File: config.mk
export PLATFORM = sky130hd
export DESIGN_NAME = response_mux
export DESIGN_NICKNAME = d
export VERILOG_FILES = /design/src/logic/soc_bus_pkg.sv /design/src/logic/response_mux.sv
export SDC_FILE = /design/constraint.sdc
export NUM_CORES = 1
export LEC_CHECK = 0
export BUFFER_PORTS_ARGS = -buffer_cell sky130_fd_sc_hd__buf_2
export CAP_MARGIN = 20
export CORE_AREA = 2 2 76 78
export DETAILED_ROUTE_END_ITERATION = 10
export DIE_AREA = 0 0 78 80
export PLACE_DENSITY = 0.8
export SLEW_MARGIN = 20
export SYNTH_ARGS = -nofsm -noshare
export SYNTH_HDL_FRONTEND = slang
export SYNTH_SLANG_ARGS = --single-unit
File: constraint.sdc
create_clock -name vclk -period 1.65
set_input_delay 0.2475 -clock vclk [all_inputs]
set_output_delay 0.2475 -clock vclk [all_outputs]
set_load 0.01 [all_outputs]
File: src/logic/soc_bus_pkg.sv
// soc bus package: bus widths, memory map, bank geometry and the address union
package soc_bus_pkg;

    ////////////////////
    // bus widths
    ////////////////////

    localparam int bus_width      = 32;
    localparam int bytes_per_word = bus_width / 8;
    localparam int offset_width   = $clog2(bytes_per_word);

    typedef logic [bus_width-1:0]      bus_word_t;
    // any set bit marks a write
    typedef logic [bytes_per_word-1:0] bus_strb_t;

    ////////////////////
    // bank geometry
    ////////////////////

    localparam int num_banks       = 4;
    localparam int ram_region_size = 4096;
    // 1024 words spread over the banks
    localparam int bank_words      = ram_region_size / (num_banks * bytes_per_word);
    localparam int bank_addr_width = $clog2(bank_words);
    localparam int bank_sel_width  = $clog2(num_banks);

    typedef logic [bank_sel_width-1:0] bank_sel_t;

    ////////////////////
    // memory map
    ////////////////////

    // ram occupies [0, ram_region_size)
    localparam bus_word_t sysinfo_addr = 32'h1000_0000;
    // returned by the sysinfo word
    localparam bus_word_t sys_clk_hz   = 32'd50_000_000;

    localparam int region_width = bus_width - bank_sel_width - bank_addr_width - offset_width;

    // byte address, or the same word split into its decode fields
    typedef union packed {
        logic [bus_width-1:0] raw;
        struct packed {
            logic [region_width-1:0]    region;
            bank_sel_t                  bank;
            logic [bank_addr_width-1:0] word;
            logic [offset_width-1:0]    offset;
        } fields;
    } bus_addr_t;

endpackage

File: src/logic/response_mux.sv
// response mux: merges per-target ready and read data into the cpu response
`timescale 1ns/1ps

module response_mux (
    input  logic [soc_bus_pkg::num_banks-1:0] bank_ready,
    input  soc_bus_pkg::bus_word_t            bank_rdata [soc_bus_pkg::num_banks],
    input  logic                              dec_ready,
    input  soc_bus_pkg::bus_word_t            dec_rdata,
    output logic                              cpu_ready,
    output soc_bus_pkg::bus_word_t            cpu_rdata
);

    import soc_bus_pkg::*;

    logic hit;

    ////////////////////
    // ready merge
    ////////////////////

    // only one target answers per request
    assign cpu_ready = (|bank_ready) || dec_ready;

    ////////////////////
    // data select
    ////////////////////

    // banks first, then the decoder
    always_comb begin
        hit       = 1'b0;
        cpu_rdata = '0;
        for (int i = 0; i < num_banks; i++) begin
            if (!hit && bank_ready[i]) begin
                cpu_rdata = bank_rdata[i];
                hit       = 1'b1;
            end
        end
        if (!hit && dec_ready) begin
            cpu_rdata = dec_rdata;
        end
    end

endmodule

# ---- Word-level counts from Yosys, hierarchy flattened
# Index checks and enable logic that the tools add are counted.
dict set report word_totals {
  reg_bits 0
  input_bits 165
  out_inout_bits 33
  elab_cells 19
}
dict set report op_classes {
  mux 9
  reduce_logical 10
}
# cell count
set op_table {}
lappend op_table {{32-bit 2-to-1 mux} 5}
lappend op_table {{1-bit logical AND} 4}
lappend op_table {{1-bit logical NOT} 4}
lappend op_table {{1-bit 2-to-1 mux} 4}
lappend op_table {{4-bit OR reduction} 1}
lappend op_table {{1-bit logical OR} 1}

# ---- Logic depth before layout (Yosys ltp)
dict set report logic_depth {
  ltp_word 13
  depth_mapped 5
  ltp_nobuf 3
}

# ---- Worst setup path before layout
# Ideal clock, no wire load.
dict set report synth_timing {
  kind {in2out}
  from {input bank_ready[0] (netlist name)}
  to {output cpu_rdata[30]}
  arrival_ns 1.229
  t_required_ns 1.402
  slack_ns 0.173
  path_stages 4
  path_buffers 1
  cell_sequence {buf_4 nor4_4 a22oi_1 a2bb2oi_1}
}
dict set report synth_via {
  elab_chain_cells 13
  elab_cells_between_ends 17
  classes_between {9 x mux; 8 x reduce/logical}
}
# element line_no
set synth_lines {}
lappend synth_lines {{start, declared} response_mux.sv:5} ;# input logic [soc_bus_pkg::num_banks-1:0] bank_ready,
lappend synth_lines {{1-bit 2-to-1 mux} response_mux.sv:33} ;# if (!hit && bank_ready[i]) begin
lappend synth_lines {{1-bit logical NOT} response_mux.sv:33}
lappend synth_lines {{1-bit logical AND} response_mux.sv:33}
lappend synth_lines {{1-bit 2-to-1 mux} response_mux.sv:33}
lappend synth_lines {{1-bit logical NOT} response_mux.sv:33}
lappend synth_lines {{1-bit logical AND} response_mux.sv:33}
lappend synth_lines {{1-bit 2-to-1 mux} response_mux.sv:33}
lappend synth_lines {{1-bit logical NOT} response_mux.sv:33}
lappend synth_lines {{1-bit logical AND} response_mux.sv:33}
lappend synth_lines {{1-bit 2-to-1 mux} response_mux.sv:33}
lappend synth_lines {{1-bit logical NOT} response_mux.sv:38} ;# if (!hit && dec_ready) begin
lappend synth_lines {{1-bit logical AND} response_mux.sv:38}
lappend synth_lines {{32-bit 2-to-1 mux *} response_mux.sv:38}
lappend synth_lines {{end, declared} response_mux.sv:10} ;# output soc_bus_pkg::bus_word_t cpu_rdata
# Every way passes the cells marked *; elsewhere a longest branch is shown, timed or not.

# ---- Final worst setup path
dict set report layout_timing {
  from {input bank_ready[1] (netlist name)}
  to {output cpu_rdata[16]}
}
dict set report layout_via {
  elab_chain_cells 11
  elab_cells_between_ends 14
  classes_between {7 x mux; 7 x reduce/logical}
}
# element line_no
set layout_lines {}
lappend layout_lines {{1-bit logical AND *} response_mux.sv:33}
lappend layout_lines {{1-bit 2-to-1 mux} response_mux.sv:33}
lappend layout_lines {{1-bit logical NOT} response_mux.sv:33}
lappend layout_lines {{1-bit logical AND} response_mux.sv:33}
lappend layout_lines {{1-bit 2-to-1 mux} response_mux.sv:33}
lappend layout_lines {{1-bit logical NOT} response_mux.sv:33}
lappend layout_lines {{1-bit logical AND} response_mux.sv:33}
lappend layout_lines {{1-bit 2-to-1 mux} response_mux.sv:33}
lappend layout_lines {{1-bit logical NOT} response_mux.sv:38}
lappend layout_lines {{1-bit logical AND} response_mux.sv:38}
lappend layout_lines {{32-bit 2-to-1 mux *} response_mux.sv:38}
# Marked as above.

==> impl_metrics.json <==
{
  "area_growth_pct": 79.2,
  "die_area_um2": 6240,
  "seq_area_um2": 0,
  "synthCells": 199,
  "drcViolationCount": 0,
  "setup_viol": 0,
  "fmax_mhz": 612,
  "start_util_pct": 29.5,
  "vias": 2507,
  "wire_per_inst_um": 16.1,
  "yosys_warnings": 0,
  "synth_seq_area_share_pct": 0,
  "diodes": 0,
  "grtUsageTotal_pct": 21.0,
  "port_buffers": 198,
  "row_count": 27,
  "setup-tns-final_ns": 0,
  "synth_nets": 364,
  "p_leak_nw": 1.37,
  "whs_path_depth": 4,
  "drive_gt1_share_pct": 68.7,
  "avgViaCountPerCell": 5.46,
  "period_minus_slack_ns": 1.64,
  "nClkBuffers": 0,
  "grt_pass1_wl_um": 10900,
  "crit_type": "in -> out",
  "die_x_um": 78,
  "status": "finished, final reports clean",
  "grt_setup_unrepaired": "yes",
  "max_slew.worst_pin.slew_ns": 0.456,
  "first_iter_violations": 107,
  "final.fill_count": 528,
  "grt_overflow_total": 0,
  "grt_max_degree": 54,
  "first_pass_iters": 4,
  "cp-end-kind": "output port",
  "netlist_area_um2": 1600,
  "hold_end": "cpu_rdata[27]",
  "worst_ir_drop_vdd_mv": 0.129,
  "worstPathMaxFanout": 15,
  "drtAntennaViolNets": 0,
  "utilization_pct": 52.9,
  "p_per_area_nw_per_um2": 261,
  "min_period_over_period_pct": 99.1,
  "io_pins": 198,
  "critPathLaunchType": "input port",
  "relSlewSlack_pct": 69.6,
  "min_from": "bank_rdata[27]",
  "drv_cap": 0,
  "final_max_slew_viol_count": 0,
  "crit_required_ns": 1.40,
  "core_um2": 5410,
  "hold_viol_final": 0,
  "design.seq.count": 0,
  "place_congestion": 0.809,
  "synth_area_per_cell_um2": 8.02,
  "die_y_um": 80,
  "grt_pass1_vias": 2407,
  "cp.arrival_ns": 1.39,
  "holdCritPathClass": "in -> out",
  "wl_um": 7410,
  "antenna_found_initial": 0,
  "fin_nets": 554,
  "dp_hpwl_um": 5750,
  "synthDistinctLibCells": 21
}
synth_stat cells, drive strengths merged, types with 2 or more instances:
cell     instances  area, µm²
o21ai           30        150
mux2            30        338
a22o             2       17.5
a21oi            2       10.0
clkbuf           8       30.0
a211oi          30        225
a32oi           30        263
inv              2       7.51
nand3b           2       15.0
a22oi            2       15.0
mux2i           30        300
buf             23        149
a2bb2oi          2       17.5
cells in the final DEF (no fill, tap or decap), drive strengths merged:
master / n
a21oi: 2
o21ai: 30
inv: 2
nor4b: 1
mux2i: 30
mux2: 30
nor2: 1
a22o: 2
a32oi: 30
nand2: 1
or2: 1
a211oi: 30
buf: 219
or2b: 1
nand3b: 2
nor4: 1
a2bb2oi: 2
a22oi: 2
routing by layer:
layer	vias to the layer above	global-route usage, %	wire (µm)
met1	1164	24.9	2810
li1	1207	-	-
met4	0	2.46	65
met3	6	2.26	600
met2	130	41.4	3930
met5	-	0	0
power by group:
group	switching [mW]	internal [mW]	total [mW]	leakage (nW)
registers	0	0	0	0
logic	0.345	0.402	0.747	1.37
clock network	0	0	0	0
what timing repair did:
item | CTS | global route
endpoints found under the setup margin | 21 | 30
gates cloned | 0 | 2
gates resized for setup | 3 | 27
hold buffers | 0 | 0
pin swaps | 0 | 3
hold endpoints to repair | 0 | 0
setup buffers | 0 | 3
worst max-delay path by stage:
stage	from	endpoint	slack [ns]
after floorplan	bank_ready[0]	cpu_rdata[30]	0.17
after global placement	bank_ready[1]	cpu_rdata[29]	-0.06
after detailed placement	bank_ready[1]	cpu_rdata[29]	-0.04
after CTS	bank_ready[1]	cpu_rdata[0]	0.004
after global routing	bank_ready[1]	cpu_rdata[15]	-0.06
final	bank_ready[1]	cpu_rdata[16]	0.01
cells by family after synthesis:
family	share of synthesized area [%]
buf+inv	11.7
compound gates	43.8
mux	40.0
simple gates	4.55
critical path, cell delays in order:
cell	delay (ns)
buf_4	0.16
or2_2	0.31
buf_4	0.21
a211oi_2	0.22
o21ai_1	0.09
buf_2	0.14
area by class of cell:
cell class | count | area, µm² | area share (%)
multi-input combinational | 166 | 1490 | 52.1
tap | 72 | 90.1 | 3.15
inverter | 2 | 7.51 | 0.263
timing repair buffer | 219 | 1270 | 44.5
stage by stage:
step	total power, mW	instance area (µm²)	setup WS [ns]	hold WS, ns	std cells
3_3_place_gp	0.698	2700	-0.0551	0.799	454
2_1_floorplan	0.362	1600	0.173	0.647	199
4_1_cts	0.718	2720	0.00368	0.802	454
3_5_place_dp	0.712	2700	-0.0429	0.799	454
6_report	0.747	2860	0.0149	0.800	459
5_1_grt	0.807	2860	-0.0588	0.822	459
Note: power is estimated with default switching activity, not from simulation.
