==> config.mk <==
export PLATFORM = sky130hd
export DESIGN_NAME = bus_decoder
export DESIGN_NICKNAME = d
export VERILOG_FILES = /design/src/logic/soc_bus_pkg.sv /design/src/logic/bus_decoder.sv
export SDC_FILE = /design/constraint.sdc
export NUM_CORES = 1
export LEC_CHECK = 0
export ABC_CLOCK_PERIOD_IN_PS = 1350
export BUFFER_PORTS_ARGS = -buffer_cell sky130_fd_sc_hd__buf_2
export CORE_AREA = 2 2 60 62
export DETAILED_ROUTE_END_ITERATION = 6
export DIE_AREA = 0 0 62 64
export GPL_TIMING_DRIVEN = 0
export PLACE_DENSITY = 0.75
export SLEW_MARGIN = 10
export SYNTH_ARGS = -nofsm -noshare
export SYNTH_HDL_FRONTEND = slang
export SYNTH_SLANG_ARGS = --single-unit
==> constraint.sdc <==
create_clock -name clk -period 1.35 [get_ports clk]
set_clock_uncertainty 0.05 [all_clocks]
set_input_delay 0.0675 -clock clk [delete_from_list [all_inputs] [get_ports clk]]
set_output_delay 0.0675 -clock clk [all_outputs]
set_load 0.02 [all_outputs]
==> src/logic/soc_bus_pkg.sv <==
// soc bus package: bus widths, memory map, bank geometry and the address union
package soc_bus_pkg;

    ////////////////////
    // bus widths
    ////////////////////

    localparam int bus_width      = 32;
    localparam int bytes_per_word = bus_width / 8;
    localparam int offset_width   = $clog2(bytes_per_word);

    typedef logic [bus_width-1:0]      bus_word_t;
    // any set bit marks a write
    typedef logic [bytes_per_word-1:0] bus_strb_t;

    ////////////////////
    // bank geometry
    ////////////////////

    localparam int num_banks       = 4;
    localparam int ram_region_size = 4096;
    // 1024 words spread over the banks
    localparam int bank_words      = ram_region_size / (num_banks * bytes_per_word);
    localparam int bank_addr_width = $clog2(bank_words);
    localparam int bank_sel_width  = $clog2(num_banks);

    typedef logic [bank_sel_width-1:0] bank_sel_t;

    ////////////////////
    // memory map
    ////////////////////

    // ram occupies [0, ram_region_size)
    localparam bus_word_t sysinfo_addr = 32'h1000_0000;
    // returned by the sysinfo word
    localparam bus_word_t sys_clk_hz   = 32'd50_000_000;

    localparam int region_width = bus_width - bank_sel_width - bank_addr_width - offset_width;

    // byte address, or the same word split into its decode fields
    typedef union packed {
        logic [bus_width-1:0] raw;
        struct packed {
            logic [region_width-1:0]    region;
            bank_sel_t                  bank;
            logic [bank_addr_width-1:0] word;
            logic [offset_width-1:0]    offset;
        } fields;
    } bus_addr_t;

endpackage

==> src/logic/bus_decoder.sv <==
// bus decoder: steers requests to ram banks, answers sysinfo and unmapped accesses
`timescale 1ns/1ps

module bus_decoder (
    input  logic                                   clk,
    input  logic                                   resetn,
    input  logic                                   cpu_valid,
    input  soc_bus_pkg::bus_strb_t                 cpu_wstrb,
    input  soc_bus_pkg::bus_addr_t                 cpu_addr,
    input  soc_bus_pkg::bus_word_t                 cpu_wdata,
    input  logic                                   cpu_ready,
    output logic [soc_bus_pkg::num_banks-1:0]      bank_valid,
    output logic [soc_bus_pkg::bank_addr_width-1:0] bank_word,
    output soc_bus_pkg::bus_strb_t                 bank_wstrb,
    output soc_bus_pkg::bus_word_t                 bank_wdata,
    output logic                                   dec_ready,
    output soc_bus_pkg::bus_word_t                 dec_rdata,
    output logic                                   cpu_fault
);

    import soc_bus_pkg::*;

    logic issue;
    logic is_write;
    logic is_ram;
    logic is_sysinfo;
    logic sys_ready;
    logic sys_read;

    ////////////////////
    // request decode
    ////////////////////

    // held request must not issue again in its ready cycle
    assign issue    = cpu_valid && !cpu_ready;
    assign is_write = |cpu_wstrb;

    assign is_ram     = (cpu_addr.fields.region == '0);
    assign is_sysinfo = (cpu_addr.raw == sysinfo_addr);

    always_comb begin
        for (int i = 0; i < num_banks; i++) begin
            bank_valid[i] = issue && is_ram && (cpu_addr.fields.bank == bank_sel_t'(i));
        end
    end

    // shared payload, qualified by bank_valid
    assign bank_word  = cpu_addr.fields.word;
    assign bank_wstrb = cpu_wstrb;
    assign bank_wdata = cpu_wdata;

    ////////////////////
    // local responses
    ////////////////////

    always_ff @(posedge clk) begin
        if (!resetn) begin
            sys_ready <= 1'b0;
            sys_read  <= 1'b0;
            cpu_fault <= 1'b0;
        end else begin
            sys_ready <= issue && is_sysinfo;
            // writes to sysinfo are dropped
            sys_read  <= issue && is_sysinfo && !is_write;
            cpu_fault <= issue && !is_ram && !is_sysinfo;
        end
    end

    // fault answers with zero data
    assign dec_ready = sys_ready || cpu_fault;
    assign dec_rdata = sys_read ? sys_clk_hz : '0;

endmodule

Word-level counts from Yosys, hierarchy flattened
Index checks and enable logic that the tools add are counted.
Widths: inputs -> output; s select.
{"block": "totals", "output_inout_bits": 82, "ff_bits": 3, "inputBits": 72}
{"block": "op_classes", "n_reduce_logical": 18, "n_mux": 1, "eq_ne": 4}
{"operator": "$eq 32x29->1 const B", "n": 1}
{"operator": "$mux 26", "n": 1}
{"operator": "$logic_not 20->1", "n": 1}
{"operator": "$logic_and 1x1->1", "n": 10}
{"operator": "$eq 2x2->1 const B", "n": 2}
{"operator": "$logic_not 1->1", "n": 4}
{"operator": "$reduce_or 4->1", "n": 1}
{"operator": "$eq 2x1->1 const B", "n": 1}
{"operator": "$logic_not 2->1", "n": 1}
{"operator": "$logic_or 1x1->1", "n": 1}

Logic depth before layout (Yosys ltp)
Gate-level depths: netlist of run 1.
{"block": "logic_depth", "ltp_word": 4, "mapped_depth": 4, "depth_no_buf": 4}

Least setup slack after synthesis of run 1
Ideal clock, no wire load.
{"block": "synth_path", "path_kind": "input-to-output", "start": "input port cpu_addr[16] (netlist name)", "end": "output port bank_valid[2] (netlist name)", "t_arrival_ps": 1092, "stages": 4, "slack_ps": 140, "cell_sequence": "nor4_2 nand3_1 nor4_2 and3b_1"}
{"block": "synth_via", "elab_chain_cells": 3}
{"item": "start, declared", "line_no": "bus_decoder.sv:9", "text": "input soc_bus_pkg::bus_addr_t cpu_addr,"}
{"item": "$logic_not 20->1", "line_no": "bus_decoder.sv:38", "text": "assign is_ram = (cpu_addr.fields.region == '0);"}
{"item": "$logic_and 1x1->1 (2 in a row)", "line_no": "bus_decoder.sv:43", "text": "bank_valid[i] = issue && is_ram && (cpu_addr.fields.bank == bank_sel_t'(i));"}
{"item": "end, declared", "line_no": "bus_decoder.sv:12", "text": "output logic [soc_bus_pkg::num_banks-1:0] bank_valid,"}
No other way between the ends.

Worst setup path after layout of run 1
{"block": "layout_path", "start": "input port cpu_addr[13] (netlist name)", "end": "output port bank_valid[1] (netlist name)"}
The elaborated chain is that of the path after synthesis.

==> run_results.csv, run 1 <==
group,metric,value,unit
cells_and_area,finish.utilization,49.1,%
yosys,synth_xor_xnor_area_share,0,%
clock_tree,cts-hold-fix-buffers,0,
timing,slew_viol_final,0,
timing,period_share,95.5,%
global_routing,antenna_found_initial,0,
yosys,synth_area_in_adders,0,%
setup_path,critPathSlowestCell,"nor4_4",
cells_and_area,layout-area-overhead-vs-synth,96.5,%
global_routing,grt_max_degree,13,
timing,timing_hold_violations_final,0,
cells_and_area,fin_nets,304,
timing,hold-worst-slack,0.107,ns
yosys,synth_area,821,um2
yosys,synth_compound_gate_area_share,0.915,%
floorplan,floorplan.die.width,62,um
detailed_routing,post_drt_via_cell_ratio,3.56,
detailed_routing,detail_route.drc_violations,0,
detailed_routing,detailed_route_via_count,985,
global_routing,first_pass_grt_wire_length,3450,um
clock_tree,cts_buffers,3,
floorplan,die-area,3970,um2
placement,finalWeightedCongestion,0.692,
cells_and_area,post_route_cells_drive_above_1_share,82.7,%
floorplan,fp-row-count,21,
timing,rsz0062_at_grt,"true",
clock_tree,clock-root-buffer,"clkbuf_4",
setup_path,critical_path.startpoint_type,"input port",
pwr,power_per_cell_area,436,nW/um2
floorplan,ioPinCount,154,
flow_run,cap_violations,0,
detailed_routing,routed_wire_length_per_instance,8.85,um
floorplan,initial_util,25.0,%
setup_path,worst-setup-path-type,"in2out",
setup_path,critical-path-max-stage-delay,0.28,ns
timing,final_critical_path_time_including_i_o_delays_and_setup,1.29,ns
detailed_routing,drt.antenna.violating_nets,0,
detailed_routing,routed_wirelength,2450,um
clock_tree,clk_pin_slew,0.04,ns
global_routing,global_route.usage.met3,2.02,%
global_routing,grt_busiest_layer,"met2",
yosys,yosysWarningCount,0,
pwr,internal_power,0.428,mW
placement,buffer_ports.inserted,101,
hold_path,hold_path.class,"in2reg",
pwr,switchingPower,0.275,mW
yosys,synth_simple_gate_area_share,21.8,%
floorplan,floorplan.die.height,64,um
pwr,power.share.switching,39.1,%
timing,fmax,776,MHz
cells_and_area,layout_common_cells,"buf_2, buf_4, conb_1, buf_6, nor4_4",
outcome,outcome,"finished, final reports clean",
placement,preCtsSetupSlack,-0.199,ns
pwr,share_comb_of_total_power,64.9,%
yosys,yosys-mux-area-fraction,0,%
pwr,power.ir.vdd_worst,0.000175,V
timing,final.setup.worst_slack,0.0612,ns
setup_path,crit_path_end_kind,"output port",
global_routing,first_global_vias,854,
setup_path,timing.critical_path.cells,"buf_6 -> nor4_4 -> nand2_2 -> nor4_4 -> and3b_1 -> buf_6",
yosys,synth_cell_types,18,
setup_path,worstPathRequired,1.23,ns
yosys,seq_area_frac_synth,7.32,%
global_routing,globalRoute.totalOverflow,0,
yosys,synthesis.area_per_instance,7.82,um2
setup_path,critPathArrivalTime,1.17,ns
clock_tree,clock_tree.buffer_depth,2,
setup_path,worst_setup_path_endpoint,"bank_valid[1]",
setup_path,worst_setup_path_startpoint,"cpu_addr[13]",
pwr,leakage,1.00,nW
cells_and_area,diodes,0,
yosys,postSynthCellCount,105,
timing,setup-violations-final,0,
detailed_routing,initialDrtViolationCount,7,
clock_tree,htreeDepth,1,
pwr,power.share.sequential,12.9,%
clock_tree,cts.sink_count,3,
detailed_routing,drtPass1Iterations,2,
global_routing,grt.met2_usage,23.0,%
cells_and_area,layout.cells.most_common,"buf_2",
setup_path,worstPathMaxFanout,4,
yosys,synth_top_family_by_area,"buffers and inverters",
floorplan,coreArea,3280,um2
global_routing,grt.met1_usage,9.36,%
clock_tree,cts_tree,"yes",
global_routing,global_route.usage.total,11.3,%
timing,setup_tns,0,ns
cells_and_area,layout.filler_cells,324,
yosys,yosys_register_bits,3,
pwr,p_clk_share,22.2,%
[how the worst min path moves through the flow]
stage / start / end / slack, ns / depth (start not counted)
6_report: cpu_addr[28] / cpu_fault$_SDFF_PN0_ / 0.11 / 3
5_1_grt: cpu_addr[28] / cpu_fault$_SDFF_PN0_ / 0.12 / 3
3_5_place_dp: cpu_wdata[22] / bank_wdata[22] / 0.30 / 2
4_1_cts: cpu_addr[28] / cpu_fault$_SDFF_PN0_ / 0.10 / 3
2_1_floorplan: cpu_addr[28] / cpu_fault$_SDFF_PN0_ / 0.16 / 2
3_3_place_gp: cpu_wdata[23] / bank_wdata[23] / 0.30 / 2
[area by class of cell]
cell class / instances / area (um2) / area share, %
plain buffers: 76 / 571 / 35.4
clock buffers: 4 / 26.3 / 1.63
multi-input cells: 45 / 319 / 19.8
flip-flops and latches: 3 / 60.1 / 3.72
well taps: 46 / 57.6 / 3.57
repair buffers: 103 / 579 / 35.9
[flip-flops by register name (all words and copies together), names as in the netlist]
signal	flops
cpu_fault	1
sys_ready	1
sys_read	1
[logic make-up (layout without fill, tap and decap cells)]
logic type	Yosys count	after routing
other cells	1	20
buf+inv	76	183
compound gates	1	1
flops	3	3
simple gates	24	24
[power by group through the flow]
stage | Combinational [mW] | Clock, mW | Sequential, mW
after floorplan | 0.297 | 0 | 0.0937
after CTS | 0.449 | 0.167 | 0.0909
after global placement | 0.424 | 0 | 0.0921
after global routing | 0.490 | 0.179 | 0.0911
final | 0.456 | 0.156 | 0.0909
after detailed placement | 0.428 | 0 | 0.0923
[per-layer routing]
metal  routed length (um)  vias to the layer above
met3                  343                        2
met4                   20                        0
met1                  672                      402
met2                 1420                       83
met5                    0                        -
li1                     -                      498
[Yosys cell counts]
library cell,count,area [um2]
and2_1,2,12.5
nor3_1,2,10.0
buf_4,76,571
nor4_1,3,18.8
nor4_2,5,62.6
dfxtp_1,3,60.1
nor2_1,2,7.51
and3_1,1,6.26
conb_1,1,3.75
nand4_1,1,6.26
a211oi_1,1,7.51
and3b_1,2,17.5
nand3_1,1,5.00
or2_2,1,6.26
nand2_1,1,3.75
nand3b_1,1,7.51
nand2b_1,1,6.26
nor4b_1,1,8.76
[stage by stage]
| stage | instance area (um2) | power, mW | std cells |
|---|---|---|---|
| final | 1610 | 0.703 | 277 |
| after global routing | 1610 | 0.759 | 277 |
| after CTS | 1590 | 0.707 | 277 |
| after detailed placement | 1460 | 0.520 | 271 |
| after global placement | 1460 | 0.516 | 271 |
| after floorplan | 892 | 0.391 | 124 |
[what timing repair did]
item,CTS,global route
setup endpoints to repair,4,4
gates resized for setup,17,4
pin swaps,7,4
setup buffers,2,0
[critical path: cells and delay by family]
family	cells	cell delay, ns
buf+inv	2	0.21
simple gates	4	0.89
Power figures use the tool's default switching activity.
==> run 2, diff against run 1 <==
Settings changed: ABC_CLOCK_PERIOD_IN_PS 1350 to 1100, CORE_AREA 2 2 60 62 to unset, CORE_MARGIN set to 1, CORE_UTILIZATION set to 24, DIE_AREA 0 0 62 64 to unset, PLACE_DENSITY 0.75 to 0.76.
Clock period 1.35 ns to 1.1 ns, I/O delays scaled along.
==> run 2 against run 1 <==
Compared with the run above: the run now ends with negative setup slack left; clock-buffer cell count unchanged; power grew 21%; first-iteration DRC count up 43%; critical path type unchanged; cell count decreased by 0.72%; worst setup slack got worse by 0.24 ns; non-clock buffer count stayed put; wire length fell by 11%.
==> run_results.csv, run 2 (same netlist as run 1, synthesis figures left out) <==
group,metric,value,unit
placement,buffer_ports.inserted,101,
setup_path,critPathArrivalTime,1.18,ns
cells_and_area,largest_registers,"cpu_fault x1, sys_read x1, sys_ready x1",
global_routing,global_route.usage.total,9.44,%
cells_and_area,layout-area-overhead-vs-synth,97.4,%
pwr,leakage,1.01,nW
clock_tree,cts_tree,"yes",
setup_path,worst-setup-path-type,"in2out",
floorplan,floorplan.die.height,60.5,um
clock_tree,htreeDepth,1,
timing,period_share,116,%
floorplan,floorplan.die.width,60.5,um
detailed_routing,initialDrtViolationCount,10,
timing,rsz0062_at_grt,"true",
timing,fmax,781,MHz
outcome,outcome,"complete, but fails checks",
cells_and_area,final_cell_count_no_fill,275,
pwr,power.share.sequential,13.1,%
detailed_routing,routed_wire_length_per_instance,7.94,um
timing,slew_viol_final,0,
detailed_routing,drtPass1Iterations,2,
cells_and_area,post_route_cells_drive_above_1_share,84.8,%
detailed_routing,post_drt_via_cell_ratio,3.57,
global_routing,first_pass_grt_wire_length,2710,um
timing,setup-violations-final,4,
flow_run,cap_violations,0,
placement,placed_cells_incl_taps,269,
setup_path,timing.critical_path.cells,"buf_6 -> nor4_4 -> nand2_2 -> nor4_4 -> and3_4 -> buf_6",
pwr,power.ir.vdd_worst,0.000382,V
clock_tree,clock-root-buffer,"clkbuf_4",
cells_and_area,layout.cells.most_common,"buf_2",
setup_path,critPathSlowestCell,"nor4_4",
global_routing,antenna_found_initial,0,
floorplan,die-area,3660,um2
setup_path,critical_path.startpoint_type,"input port",
timing,hold-worst-slack,0.0893,ns
cells_and_area,layout_common_cells,"buf_2, buf_4, conb_1, buf_6, nor4_4",
outcome,violated_checks,"negative setup slack",
pwr,power.share.switching,38.5,%
timing,timing_hold_violations_final,0,
pwr,p_clk_share,21.5,%
setup_path,worstPathMaxFanout,4,
floorplan,coreArea,3150,um2
setup_path,worstPathRequired,1.00,ns
global_routing,first_global_vias,725,
detailed_routing,drt.antenna.violating_nets,0,
pwr,internal_power,0.522,mW
pwr,share_comb_of_total_power,65.4,%
floorplan,ioPinCount,154,
clock_tree,cts.sink_count,3,
timing,setup_tns,-0.716,ns
clock_tree,clk_pin_slew,0.04,ns
clock_tree,cts-hold-fix-buffers,0,
pwr,power_per_cell_area,524,nW/um2
timing,final.setup.worst_slack,-0.181,ns
cells_and_area,finish.utilization,51.4,%
setup_path,critical-path-max-stage-delay,0.28,ns
pwr,switchingPower,0.327,mW
detailed_routing,routed_wirelength,2180,um
cells_and_area,fin_nets,304,
setup_path,crit_path_end_kind,"output port",
floorplan,initial_util,26.0,%
clock_tree,cts_buffers,3,
cells_and_area,diodes,0,
timing,final_critical_path_time_including_i_o_delays_and_setup,1.28,ns
detailed_routing,detailed_route_via_count,983,
placement,place.detailed.hpwl,1960,um
floorplan,fp-row-count,20,
global_routing,globalRoute.totalOverflow,0,
hold_path,hold_path.class,"in2reg",
detailed_routing,detail_route.drc_violations,0,
clock_tree,clock_tree.buffer_depth,2,
global_routing,grt_max_degree,13,
placement,finalWeightedCongestion,0.660,
run 2: cell types whose count changed in the layout (fill, tap and decap cells not counted):
cell / change
and3b_2: +2
and3_4: +1
and2_1: -1
and2_2: +1
nor4_2: -1
dfxtp_1: -1
nor4_4: +1
buf_6: -1
buf_4: -1
and3b_1: -2
dfxtp_2: +1
buf_2: +2
and3_1: -1
run 2: worst paths after layout:
check / endpoint / cells past startpoint / slack, ns / start
setup / recovery: bank_valid[3] / 6 / -0.18 / cpu_addr[31]
hold / removal: sys_read$_SDFF_PN0_ / 3 / 0.09 / cpu_wstrb[2]
run 2: power groups by stage:
| stage | Clock [mW] | Sequential, mW | Combinational, mW |
|---|---|---|---|
| finish | 0.182 | 0.111 | 0.555 |
| global route | 0.215 | 0.111 | 0.595 |
| CTS | 0.189 | 0.111 | 0.541 |
| detailed placement | 0 | 0.113 | 0.536 |
| global placement | 0 | 0.113 | 0.531 |
| floorplan | 0 | 0.115 | 0.369 |
run 2: timing repair:
item | CTS | global route
setup buffers | 0 | 2
pin swaps | 5 | 4
setup endpoints to repair | 16 | 5
resized for setup | 9 | 9
run 2: worst max-delay path: cells and delay by family:
family | cells | cell delay (ns)
buf+inv | 2 | 0.21
simple gates | 4 | 0.91
run 2: metrics by stage:
step	worst slack (ns)	total power, mW	area [um2]
floorplan	-0.0489	0.484	937
global placement	-0.340	0.644	1500
detailed placement	-0.373	0.649	1500
CTS	-0.214	0.841	1560
global route	-0.242	0.921	1620
finish	-0.181	0.849	1620
run 2: area by class of cell:
cell class / count / area (um2)
multi-input combinational: 45 / 337
sequential: 3 / 61.3
buffer: 76 / 571
timing repair buffer: 103 / 571
clock buffer: 4 / 26.3
fill: 323 / 1530
tap: 44 / 55.1
run 2: layer usage:
metal / GRT usage, % / part of all wire [%]
met1: 7.16 / 27
met2: 22.6 / 60
met3: 1.71 / 12
met4: 1.95 / 0
met5: 0 / 0
